<file path="config.mk">
export PLATFORM = sky130hd
export DESIGN_NAME = msp_frontend_top
export DESIGN_NICKNAME = d
export VERILOG_FILES = /design/src/logic/isa_pkg.sv /design/src/logic/frontend_pkg.sv /design/src/logic/msp_frontend_top.sv /design/src/logic/fetch_sequencer.sv /design/src/logic/ext_word_capture.sv /design/src/logic/opcode_decoder.sv /design/src/logic/addr_mode_decoder.sv
export VERILOG_INCLUDE_DIRS = /design/src /design/src/logic
export SDC_FILE = /design/constraint.sdc
export NUM_CORES = 1
export LEC_CHECK = 0
export CAP_MARGIN = 5
export CORE_MARGIN = 2
export CORE_UTILIZATION = 55
export DETAILED_ROUTE_END_ITERATION = 6
export DONT_BUFFER_PORTS = 1
export HOLD_SLACK_MARGIN = 0.15
export PLACE_DENSITY = 0.71
export SYNTH_ARGS = -nofsm -noshare
export SYNTH_HDL_FRONTEND = slang
export SYNTH_SLANG_ARGS = --single-unit
</file>
<file path="constraint.sdc">
create_clock -name mclk_decode -period 4 [get_ports mclk_decode]
set_input_delay 0.2 -clock mclk_decode [delete_from_list [all_inputs] [get_ports mclk_decode]]
set_output_delay 0.2 -clock mclk_decode [all_outputs]
set_load 0.1 [all_outputs]
</file>
<file path="src/logic/frontend_macros.svh">
/* Widths and counts shared by the fetch and decode frontend
   Included by the ISA package and by RTL that needs the raw constants */
`ifndef FRONTEND_MACROS_SVH
`define FRONTEND_MACROS_SVH

// Bus and instruction word
`define WORD_W 16

// Register file size
`define REG_NR 16

// Single-operand opcodes without an IRQ slot
`define SO_NR 7

// Jump conditions
`define JMP_NR 8

// ALU control vector
`define ALU_CTL_W 12

// One-hot addressing modes with bit 7 as the constant flag
`define AS_W 8
`define AD_W 8

// Minus two in two's complement
`define SYMB_ADJ 16'hfffe

`endif
</file>
<file path="src/logic/isa_pkg.sv">
/* Types for the MSP430 instruction encoding
   One-hot field vectors with their bit positions named below */
`include "frontend_macros.svh"

package isa_pkg;

  // Words and registers
  typedef logic [`WORD_W-1:0]    word_t;
  typedef logic [3:0]            reg_idx_t;
  typedef logic [`REG_NR-1:0]    reg_1hot_t;

  // One-hot decoded fields
  typedef logic [2:0]            inst_type_t;
  typedef logic [`SO_NR-1:0]     so_1hot_t;
  typedef logic [`JMP_NR-1:0]    jmp_1hot_t;
  typedef logic [`ALU_CTL_W-1:0] alu_ctl_t;
  typedef logic [`AS_W-1:0]      as_1hot_t;
  typedef logic [`AD_W-1:0]      ad_1hot_t;

  // Extension words after the first, 0 to 2
  typedef logic [1:0]            ext_cnt_t;

  // Special registers
  localparam reg_idx_t PC_REG = 4'd0;
  localparam reg_idx_t SP_REG = 4'd1;
  localparam reg_idx_t SR_REG = 4'd2;
  localparam reg_idx_t CG_REG = 4'd3;

  // Instruction type
  localparam int INST_SO  = 0;
  localparam int INST_JMP = 1;
  localparam int INST_TO  = 2;

  // Single-operand opcodes
  localparam int RRC  = 0;
  localparam int SWPB = 1;
  localparam int RRA  = 2;
  localparam int SXT  = 3;
  localparam int PUSH = 4;
  localparam int CALL = 5;
  localparam int RETI = 6;

  // Addressing modes, shared by source and destination
  localparam int DIR     = 0;
  localparam int IDX     = 1;
  localparam int INDIR   = 2;
  localparam int INDIR_I = 3;
  localparam int SYMB    = 4;
  localparam int IMM     = 5;
  localparam int ABS     = 6;
  localparam int CONST   = 7;

  // Two-operand opcodes, upper opcode nibble minus 4
  localparam int MOV  = 0;
  localparam int ADD  = 1;
  localparam int ADDC = 2;
  localparam int SUBC = 3;
  localparam int SUB  = 4;
  localparam int CMP  = 5;
  localparam int DADD = 6;
  localparam int BITC = 7;
  localparam int BIC  = 8;
  localparam int BIS  = 9;
  localparam int XORX = 10;
  localparam int ANDX = 11;

  // ALU controls
  localparam int ALU_SRC_INV = 0;
  localparam int ALU_INC     = 1;
  localparam int ALU_INC_C   = 2;
  localparam int ALU_ADD     = 3;
  localparam int ALU_AND     = 4;
  localparam int ALU_OR      = 5;
  localparam int ALU_XOR     = 6;
  localparam int ALU_DADD    = 7;
  localparam int ALU_STAT_7  = 8;
  localparam int ALU_STAT_F  = 9;
  localparam int ALU_SHIFT   = 10;
  localparam int EXEC_NO_WR  = 11;

endpackage

</file>
<file path="src/logic/frontend_pkg.sv">
/* Microarchitecture types of the frontend
   Fetch FSM states and the decoded-instruction struct passed between blocks */
package frontend_pkg;

  // Position within one instruction
  typedef enum logic [1:0] {
    DEC  = 2'd0,
    EXT1 = 2'd1,
    EXT2 = 2'd2
  } fetch_state_e;

  // Decoded first word
  typedef struct packed {
    // Instruction class and opcode one-hots
    isa_pkg::inst_type_t typ;
    isa_pkg::so_1hot_t   so;
    isa_pkg::jmp_1hot_t  jmp;
    isa_pkg::alu_ctl_t   alu;
    logic                mov;
    // Byte access
    logic                bw;
    // Register selects
    isa_pkg::reg_1hot_t  src;
    isa_pkg::reg_1hot_t  dest;
    // Operand modes
    isa_pkg::as_1hot_t   as;
    isa_pkg::ad_1hot_t   ad;
    // Extension words still to come
    isa_pkg::ext_cnt_t   sz;
    // Only meaningful at decode time
    isa_pkg::word_t      jofs;
    isa_pkg::word_t      cnst;
  } dec_inst_t;

endpackage

</file>
<file path="src/logic/msp_frontend_top.sv">
/* Fetch and decode frontend top level
   One word per valid strobe in, decoded fields and one done pulse per instruction out */
module msp_frontend_top (
  input  logic                    mclk_decode,
  input  logic                    puc_rst,
  input  isa_pkg::word_t          i_ir,
  input  logic                    i_ir_vld,
  output frontend_pkg::dec_inst_t o_inst,
  output isa_pkg::word_t          o_sext,
  output isa_pkg::word_t          o_dext,
  output logic                    o_inst_vld
);

  // Decode of the bus word
  frontend_pkg::dec_inst_t    dec;
  // Sequencer state and first-word strobe
  frontend_pkg::fetch_state_e state;
  logic                       first;

  opcode_decoder u_opcode_decoder (
    .i_ir  (i_ir),
    .o_dec (dec)
  );

  fetch_sequencer u_fetch_sequencer (
    .mclk_decode (mclk_decode),
    .puc_rst     (puc_rst),
    .i_ir_vld    (i_ir_vld),
    .i_dec       (dec),
    .o_state     (state),
    .o_first     (first),
    .o_inst      (o_inst),
    .o_inst_vld  (o_inst_vld)
  );

  ext_word_capture u_ext_word_capture (
    .mclk_decode (mclk_decode),
    .puc_rst     (puc_rst),
    .i_ir        (i_ir),
    .i_ir_vld    (i_ir_vld),
    .i_state     (state),
    .i_first     (first),
    .i_dec       (dec),
    .i_inst      (o_inst),
    .o_sext      (o_sext),
    .o_dext      (o_dext)
  );

endmodule

</file>
<file path="src/logic/fetch_sequencer.sv">
/* Fetch FSM stepping through DEC, EXT1 and EXT2 on valid words
   Holds the decoded first word and pulses done after the last word */
module fetch_sequencer (
  input  logic                       mclk_decode,
  input  logic                       puc_rst,
  input  logic                       i_ir_vld,
  input  frontend_pkg::dec_inst_t    i_dec,
  output frontend_pkg::fetch_state_e o_state,
  output logic                       o_first,
  output frontend_pkg::dec_inst_t    o_inst,
  output logic                       o_inst_vld
);

  frontend_pkg::fetch_state_e state_nxt;
  frontend_pkg::dec_inst_t    inst_nxt;
  logic                       last_word;

  // First word of an instruction
  assign o_first = i_ir_vld & (o_state == frontend_pkg::DEC);

  //////////////////////////////////////////////////////////////////////
  // Next state
  //////////////////////////////////////////////////////////////////////

  always_comb begin
    state_nxt = o_state;
    last_word = 1'b0;
    case (o_state)
      frontend_pkg::DEC: begin
        if (o_first) begin
          if (i_dec.sz == isa_pkg::ext_cnt_t'(0)) begin
            last_word = 1'b1;
          end else begin
            state_nxt = frontend_pkg::EXT1;
          end
        end
      end
      frontend_pkg::EXT1: begin
        // Registered size picks the path
        if (i_ir_vld) begin
          if (o_inst.sz == isa_pkg::ext_cnt_t'(2)) begin
            state_nxt = frontend_pkg::EXT2;
          end else begin
            state_nxt = frontend_pkg::DEC;
            last_word = 1'b1;
          end
        end
      end
      frontend_pkg::EXT2: begin
        if (i_ir_vld) begin
          state_nxt = frontend_pkg::DEC;
          last_word = 1'b1;
        end
      end
      default: state_nxt = frontend_pkg::DEC;
    endcase
  end

  // Offset and constant leave through sext
  always_comb begin
    inst_nxt      = i_dec;
    inst_nxt.jofs = '0;
    inst_nxt.cnst = '0;
  end

  // State, decoded fields and done pulse
  always_ff @(posedge mclk_decode or posedge puc_rst) begin
    if (puc_rst) begin
      o_state    <= frontend_pkg::DEC;
      o_inst     <= '0;
      o_inst_vld <= 1'b0;
    end else begin
      o_state    <= state_nxt;
      o_inst_vld <= last_word;
      if (o_first) begin
        o_inst <= inst_nxt;
      end
    end
  end

endmodule

</file>
<file path="src/logic/ext_word_capture.sv">
/* Source and destination extension word registers
   Loaded with the constant or jump offset on the first word, then from EXT1 and EXT2 */
`include "frontend_macros.svh"

module ext_word_capture (
  input  logic                       mclk_decode,
  input  logic                       puc_rst,
  input  isa_pkg::word_t             i_ir,
  input  logic                       i_ir_vld,
  input  frontend_pkg::fetch_state_e i_state,
  input  logic                       i_first,
  input  frontend_pkg::dec_inst_t    i_dec,
  input  frontend_pkg::dec_inst_t    i_inst,
  output isa_pkg::word_t             o_sext,
  output isa_pkg::word_t             o_dext
);

  logic           is_sext;
  logic           sext_ld;
  logic           dext_ld;
  isa_pkg::word_t src_word;
  isa_pkg::word_t dst_word;

  // Source operand owns the first extension word
  assign is_sext = i_inst.as[isa_pkg::IDX] | i_inst.as[isa_pkg::SYMB] |
                   i_inst.as[isa_pkg::ABS] | i_inst.as[isa_pkg::IMM];

  assign sext_ld = i_ir_vld & (i_state == frontend_pkg::EXT1) & is_sext;
  assign dext_ld = i_ir_vld & (((i_state == frontend_pkg::EXT1) & ~is_sext) |
                               (i_state == frontend_pkg::EXT2));

  // Symbolic offset is relative to the word's own address
  assign src_word = i_ir + (i_inst.as[isa_pkg::SYMB] ? `SYMB_ADJ : '0);
  assign dst_word = i_ir + (i_inst.ad[isa_pkg::SYMB] ? `SYMB_ADJ : '0);

  // Source extension
  always_ff @(posedge mclk_decode or posedge puc_rst) begin
    if (puc_rst) begin
      o_sext <= '0;
    end else if (i_first) begin
      if (i_dec.as[isa_pkg::CONST]) begin
        o_sext <= i_dec.cnst;
      end else if (i_dec.typ[isa_pkg::INST_JMP]) begin
        o_sext <= i_dec.jofs;
      end
    end else if (sext_ld) begin
      o_sext <= src_word;
    end
  end

  // Destination extension
  always_ff @(posedge mclk_decode or posedge puc_rst) begin
    if (puc_rst) begin
      o_dext <= '0;
    end else if (dext_ld) begin
      o_dext <= dst_word;
    end
  end

endmodule

</file>
<file path="src/logic/opcode_decoder.sv">
/* Combinational decode of a first instruction word into the frontend struct
   Registered by the sequencer on the edge that accepts the word */
`include "frontend_macros.svh"

module opcode_decoder (
  input  isa_pkg::word_t          i_ir,
  output frontend_pkg::dec_inst_t o_dec
);

  isa_pkg::inst_type_t    typ;
  isa_pkg::so_1hot_t      so;
  logic [15:0]            to_1hot;
  logic [`ALU_CTL_W-1:0]  to_op;
  isa_pkg::as_1hot_t      as_m;
  isa_pkg::ad_1hot_t      ad_m;
  isa_pkg::word_t         cnst;
  isa_pkg::ext_cnt_t      sz;

  // One-hot over single-operand, jump, two-operand
  assign typ = {(i_ir[15:14] != 2'b00), (i_ir[15:13] == 3'b001), (i_ir[15:13] == 3'b000)};

  // Opcode 7 has no single-operand meaning and shifts out
  assign so = typ[isa_pkg::INST_SO] ? (isa_pkg::so_1hot_t'(1) << i_ir[9:7]) : '0;

  // Two-operand opcodes start at nibble 4
  assign to_1hot = typ[isa_pkg::INST_TO] ? (16'd1 << i_ir[15:12]) : 16'd0;
  assign to_op   = to_1hot[15:4];

  addr_mode_decoder u_amd (
    .i_ir       (i_ir),
    .i_so_type  (typ[isa_pkg::INST_SO]),
    .i_jmp_type (typ[isa_pkg::INST_JMP]),
    .i_to_type  (typ[isa_pkg::INST_TO]),
    .o_as       (as_m),
    .o_ad       (ad_m),
    .o_const    (cnst),
    .o_sz       (sz)
  );

  //////////////////////////////////////////////////////////////////////
  // Field assembly
  //////////////////////////////////////////////////////////////////////

  always_comb begin
    o_dec      = '0;
    o_dec.typ  = typ;
    o_dec.so   = so;
    o_dec.jmp  = typ[isa_pkg::INST_JMP] ? (isa_pkg::jmp_1hot_t'(1) << i_ir[12:10]) : '0;
    o_dec.mov  = to_op[isa_pkg::MOV];
    o_dec.bw   = i_ir[6] & ~typ[isa_pkg::INST_JMP];
    o_dec.as   = as_m;
    o_dec.ad   = ad_m;
    o_dec.sz   = sz;
    o_dec.cnst = cnst;
    // Word offset to byte offset
    o_dec.jofs = {{(`WORD_W - 11){i_ir[9]}}, i_ir[9:0], 1'b0};

    // Source register
    if (typ[isa_pkg::INST_TO]) begin
      o_dec.src = isa_pkg::reg_1hot_t'(1) << i_ir[11:8];
    end else if (so[isa_pkg::RETI]) begin
      o_dec.src = isa_pkg::reg_1hot_t'(1) << isa_pkg::SP_REG;
    end else if (typ[isa_pkg::INST_SO]) begin
      o_dec.src = isa_pkg::reg_1hot_t'(1) << i_ir[3:0];
    end

    // Destination register
    if (typ[isa_pkg::INST_JMP]) begin
      o_dec.dest = isa_pkg::reg_1hot_t'(1) << isa_pkg::PC_REG;
    end else if (so[isa_pkg::PUSH] | so[isa_pkg::CALL]) begin
      // Stack pointer for the push
      o_dec.dest = isa_pkg::reg_1hot_t'(1) << isa_pkg::SP_REG;
    end else begin
      o_dec.dest = isa_pkg::reg_1hot_t'(1) << i_ir[3:0];
    end

    // ALU controls
    o_dec.alu[isa_pkg::ALU_SRC_INV] = to_op[isa_pkg::SUB] | to_op[isa_pkg::SUBC] |
                                      to_op[isa_pkg::CMP] | to_op[isa_pkg::BIC];
    o_dec.alu[isa_pkg::ALU_INC]     = to_op[isa_pkg::SUB] | to_op[isa_pkg::CMP];
    o_dec.alu[isa_pkg::ALU_INC_C]   = to_op[isa_pkg::ADDC] | to_op[isa_pkg::DADD] |
                                      to_op[isa_pkg::SUBC];
    // Jump target and RETI also go through the adder
    o_dec.alu[isa_pkg::ALU_ADD]     = to_op[isa_pkg::ADD] | to_op[isa_pkg::ADDC] |
                                      to_op[isa_pkg::SUB] | to_op[isa_pkg::SUBC] |
                                      to_op[isa_pkg::CMP] | typ[isa_pkg::INST_JMP] |
                                      so[isa_pkg::RETI];
    o_dec.alu[isa_pkg::ALU_AND]     = to_op[isa_pkg::ANDX] | to_op[isa_pkg::BIC] |
                                      to_op[isa_pkg::BITC];
    o_dec.alu[isa_pkg::ALU_OR]      = to_op[isa_pkg::BIS];
    o_dec.alu[isa_pkg::ALU_XOR]     = to_op[isa_pkg::XORX];
    o_dec.alu[isa_pkg::ALU_DADD]    = to_op[isa_pkg::DADD];
    o_dec.alu[isa_pkg::ALU_STAT_7]  = to_op[isa_pkg::BITC] | to_op[isa_pkg::ANDX] |
                                      so[isa_pkg::SXT];
    o_dec.alu[isa_pkg::ALU_STAT_F]  = to_op[isa_pkg::ADD] | to_op[isa_pkg::ADDC] |
                                      to_op[isa_pkg::SUB] | to_op[isa_pkg::SUBC] |
                                      to_op[isa_pkg::CMP] | to_op[isa_pkg::DADD] |
                                      to_op[isa_pkg::BITC] | to_op[isa_pkg::XORX] |
                                      to_op[isa_pkg::ANDX] | so[isa_pkg::RRC] |
                                      so[isa_pkg::RRA] | so[isa_pkg::SXT];
    o_dec.alu[isa_pkg::ALU_SHIFT]   = so[isa_pkg::RRC] | so[isa_pkg::RRA];
    // Compare and bit test keep the destination
    o_dec.alu[isa_pkg::EXEC_NO_WR]  = to_op[isa_pkg::CMP] | to_op[isa_pkg::BITC];
  end

endmodule

</file>
<file path="src/logic/addr_mode_decoder.sv">
/* Source and destination addressing-mode decode of a first word
   Also gives the constant generator value and the extension word count */
module addr_mode_decoder (
  input  isa_pkg::word_t    i_ir,
  input  logic              i_so_type,
  input  logic              i_jmp_type,
  input  logic              i_to_type,
  output isa_pkg::as_1hot_t o_as,
  output isa_pkg::ad_1hot_t o_ad,
  output isa_pkg::word_t    o_const,
  output isa_pkg::ext_cnt_t o_sz
);

  isa_pkg::reg_idx_t src_reg;
  isa_pkg::reg_idx_t dst_reg;
  logic              src_ext;
  logic              dst_ext;

  // Single-operand keeps its register in the low nibble
  assign src_reg = i_so_type ? i_ir[3:0] : i_ir[11:8];
  assign dst_reg = i_ir[3:0];

  //////////////////////////////////////////////////////////////////////
  // Source mode and constant generator
  //////////////////////////////////////////////////////////////////////

  always_comb begin
    o_as    = '0;
    o_const = '0;
    if (i_jmp_type) begin
      o_as[isa_pkg::DIR] = 1'b1;
    end else if (src_reg == isa_pkg::CG_REG) begin
      // R3 always a constant
      o_as[isa_pkg::CONST] = 1'b1;
      case (i_ir[5:4])
        2'b11:   o_const = 16'hffff;
        2'b10:   o_const = 16'h0002;
        2'b01:   o_const = 16'h0001;
        default: o_const = 16'h0000;
      endcase
    end else if (src_reg == isa_pkg::SR_REG) begin
      // R2 gives absolute, 4 or 8
      case (i_ir[5:4])
        2'b11: begin
          o_as[isa_pkg::CONST] = 1'b1;
          o_const              = 16'h0008;
        end
        2'b10: begin
          o_as[isa_pkg::CONST] = 1'b1;
          o_const              = 16'h0004;
        end
        2'b01:   o_as[isa_pkg::ABS] = 1'b1;
        default: o_as[isa_pkg::DIR] = 1'b1;
      endcase
    end else if (src_reg == isa_pkg::PC_REG) begin
      case (i_ir[5:4])
        2'b11:   o_as[isa_pkg::IMM]   = 1'b1;
        2'b10:   o_as[isa_pkg::INDIR] = 1'b1;
        2'b01:   o_as[isa_pkg::SYMB]  = 1'b1;
        default: o_as[isa_pkg::DIR]   = 1'b1;
      endcase
    end else begin
      case (i_ir[5:4])
        2'b11:   o_as[isa_pkg::INDIR_I] = 1'b1;
        2'b10:   o_as[isa_pkg::INDIR]   = 1'b1;
        2'b01:   o_as[isa_pkg::IDX]     = 1'b1;
        default: o_as[isa_pkg::DIR]     = 1'b1;
      endcase
    end
  end

  //////////////////////////////////////////////////////////////////////
  // Destination mode, two-operand only
  //////////////////////////////////////////////////////////////////////

  always_comb begin
    o_ad = '0;
    if (i_to_type) begin
      if (!i_ir[7]) begin
        o_ad[isa_pkg::DIR] = 1'b1;
      end else if (dst_reg == isa_pkg::SR_REG) begin
        o_ad[isa_pkg::ABS] = 1'b1;
      end else if (dst_reg == isa_pkg::PC_REG) begin
        o_ad[isa_pkg::SYMB] = 1'b1;
      end else begin
        o_ad[isa_pkg::IDX] = 1'b1;
      end
    end
  end

  // One word per operand that needs an address or immediate
  assign src_ext = o_as[isa_pkg::IDX] | o_as[isa_pkg::SYMB] |
                   o_as[isa_pkg::ABS] | o_as[isa_pkg::IMM];
  assign dst_ext = (o_ad[isa_pkg::IDX] | o_ad[isa_pkg::SYMB] | o_ad[isa_pkg::ABS]) &
                   ~i_so_type;
  assign o_sz    = {1'b0, src_ext} + {1'b0, dst_ext};

endmodule

</file>
==> run metrics <==
critical setup path kind=input pin to register; Root Driver=clkbuf_16; post-synthesis cell count=762; Min Clock Period, post-route=3.01 ns; Die Wd=115 µm; Total Power=5.46 mW; Total GRT Usage=29.7%; RD Place Congestion=0.886; DP HPWL=12.7 mm; Post-Route WL=19.2 mm; Vias=5823; Resized cells post-CTS=0; Worst Path Required=4.29 ns; drt via density=6.32; cts bufs inserted=17; endpoints failing setup=0; worst slew pin tran=1.05 ns; CP max FO=16; drt first pass iters=5; row cnt=40; number of H-tree levels=4; drt drc=0; most frequent cell after synthesis=nand2_1; commonest cells in the netlist=nand2_1 (116), dfrtp_1 (113), o21ai_0 (65); status=complete, no violations; worst-case hold slack=0.172 ns; layout cells sized above 1=7.35%; Initial Utilization=56.5%; first-pass GRT wire length=30.0 mm; 1st-iter DRT viols=435; RSZ-0062 raised after global routing=false; Setup Buffers After CTS=0; core area=12000 µm²; Clock Tree Buf Depth=2; Max Cap Viol=0; n_diodes=0; Top Ports=166; Avg Cell Area, Syn=8.91 µm²; Worst Hold Class=input pin to register; Antenna Nets Post-Route=0; # port buffers=0; Unique masters post-synth=71; Post-synth EDFFs=0; Max rail drop VDD=0.578 mV; vias in the first global route=5436; nets=814; maximum clock rate=332 MHz; top cells by area, synth=dfrtp_1 (42%), nand2_1 (6.4%), ha_1 (5.5%), o21ai_0 (4.8%), buf_4 (4.1%); endpoints failing hold=0; Fin Setup TNS=0 ns; CTS tree=yes; pin count of the biggest net entering global routing=85; clock latency on the worst-skew pair=0.42 ns; remaining global-route overflow=0; worst endpoint data arrival time=3.30 ns; Clock Skew=0.00656 ns; die area=13200 µm²; Synth Register Bits=113; pwr/cell area=728 nW/µm²; reg2reg setup slack=1.17 ns; Wirelength per Cell=20.8 µm; Max Slew Vio Count=0; initial antenna violation count=0; Post-Syn Area=6790 µm²; Seq/Total Area, Yosys=41.7%; area grow syn2layout=10.6%; post-synth top area share=41.7%; fraction of registers with async set/reset=100%; Yosys top cell by area=dfrtp_1; Chip Height=115 µm; Synth warnings=0; Lkg Pwr=3.37 nW; critical path endpoint category=register; period utilization=75.2%; clk slew on worst S/H paths=0.05 ns; Top FF cell, synth=dfrtp_1; cts hold-fix bufs=24; Worst setup SP type=input pin; max_slew headroom=30.2%; clk sinks=113
[layout make-up]
class	count	area [µm²]
inverter	16	62.6
fill	1051	4500
clock buffer	23	498
sequential	113	2830
multi-input combinational	585	3570
tap	147	184
timing repair buffer	30	285
clock inverter	8	78.8
[worst paths after layout]
kind / startpoint / end / cells past startpoint
min in group asynchronous: puc_rst / u_fetch_sequencer.o_inst_vld / 2
worst max register to register: u_fetch_sequencer.o_inst[46] / u_ext_word_capture.o_sext[15] / 8
worst min-delay path: i_ir[13] / u_ext_word_capture.o_dext[13] / 3
max in group asynchronous: puc_rst / u_fetch_sequencer.o_inst[49] / 3
worst max-delay path: i_ir[14] / u_fetch_sequencer.o_inst_vld / 10
worst min register to register: u_fetch_sequencer.o_state[1] / u_fetch_sequencer.o_state[0] / 1
[registers in the layout, indices dropped and copies added (netlist names)]
signal	count
u_fetch_sequencer.o_state	2
u_fetch_sequencer.o_inst_vld	1
u_ext_word_capture.o_dext	16
u_fetch_sequencer.o_inst	78
u_ext_word_capture.o_sext	16
[cell usage in the layout (no fill, tap or decap), types with 4 or more instances in the layout]
cell type,Yosys,routed
ha_1,30,30
a21o_1,9,9
xor2_1,10,10
clkbuf_8,0,5
a221oi_1,4,4
nand2_1,116,116
a22o_1,9,9
conb_1,1,36
nand4_1,4,4
nor2_1,59,59
mux2_2,8,8
o21ai_0,65,65
dfrtp_1,113,113
nor3_1,10,10
a31oi_1,9,9
inv_1,16,15
dlygate4sd3_1,0,24
o31ai_1,10,10
mux2i_1,6,6
and3_1,5,5
o21a_1,10,10
nand3_1,18,18
clkbuf_16,0,17
a211oi_1,9,9
a21oi_1,42,42
a32oi_1,11,11
o2111ai_1,4,4
nand2b_1,8,8
xnor2_1,11,11
nand3b_1,4,4
nor3b_1,5,5
nor2b_1,9,9
buf_4,37,6
o22a_1,5,5
o211ai_1,5,5
[logic make-up after synthesis]
group           share of synthesized area [%]
buf+inv                                  7.76
xor+xnor                                 2.71
flops                                    41.7
mux                                      2.21
other cells                            0.0553
compound gates                           21.5
fa+ha+maj                                6.12
simple gates                             18.0
[per-layer routing]
layer	up-vias	track usage, %	part of all wire (%)
met2	290	45.6	46
met5	-	0	0
li1	2674	-	-
met3	52	9.17	9.0
met4	0	12.5	3.3
met1	2807	39.2	42
[where the power goes]
group | internal (mW) | switching (mW)
combinational | 0.244 | 0.498
clock | 0.931 | 0.531
sequential | 1.34 | 1.92
total | 2.51 | 2.95
[stage by stage]
stage | instance area [µm²] | utilization, % | setup WS [ns] | std cells
2_1_floorplan | 6920 | - | 0.588 | 797
3_5_place_dp | 6690 | 55.7 | 1.23 | 867
5_1_grt | 7510 | 62.5 | 0.697 | 922
6_report | 7510 | 62.5 | 0.992 | 922
3_3_place_gp | 6690 | 55.7 | 1.29 | 867
4_1_cts | 7510 | 62.5 | 1.05 | 922
[worst max-delay path, stage by stage]
cell and delay [ns]:
dlygate4sd3_1 0.76, nor3_4 0.72, mux2i_1 0.52, nor2_1 0.22, o21ai_0 0.19, nand3_1 0.13, ha_1 0.27, nor2_1 0.09
o22a_1 0.14, nor2_1 0.05
Note: power is estimated with default switching activity, not from simulation.
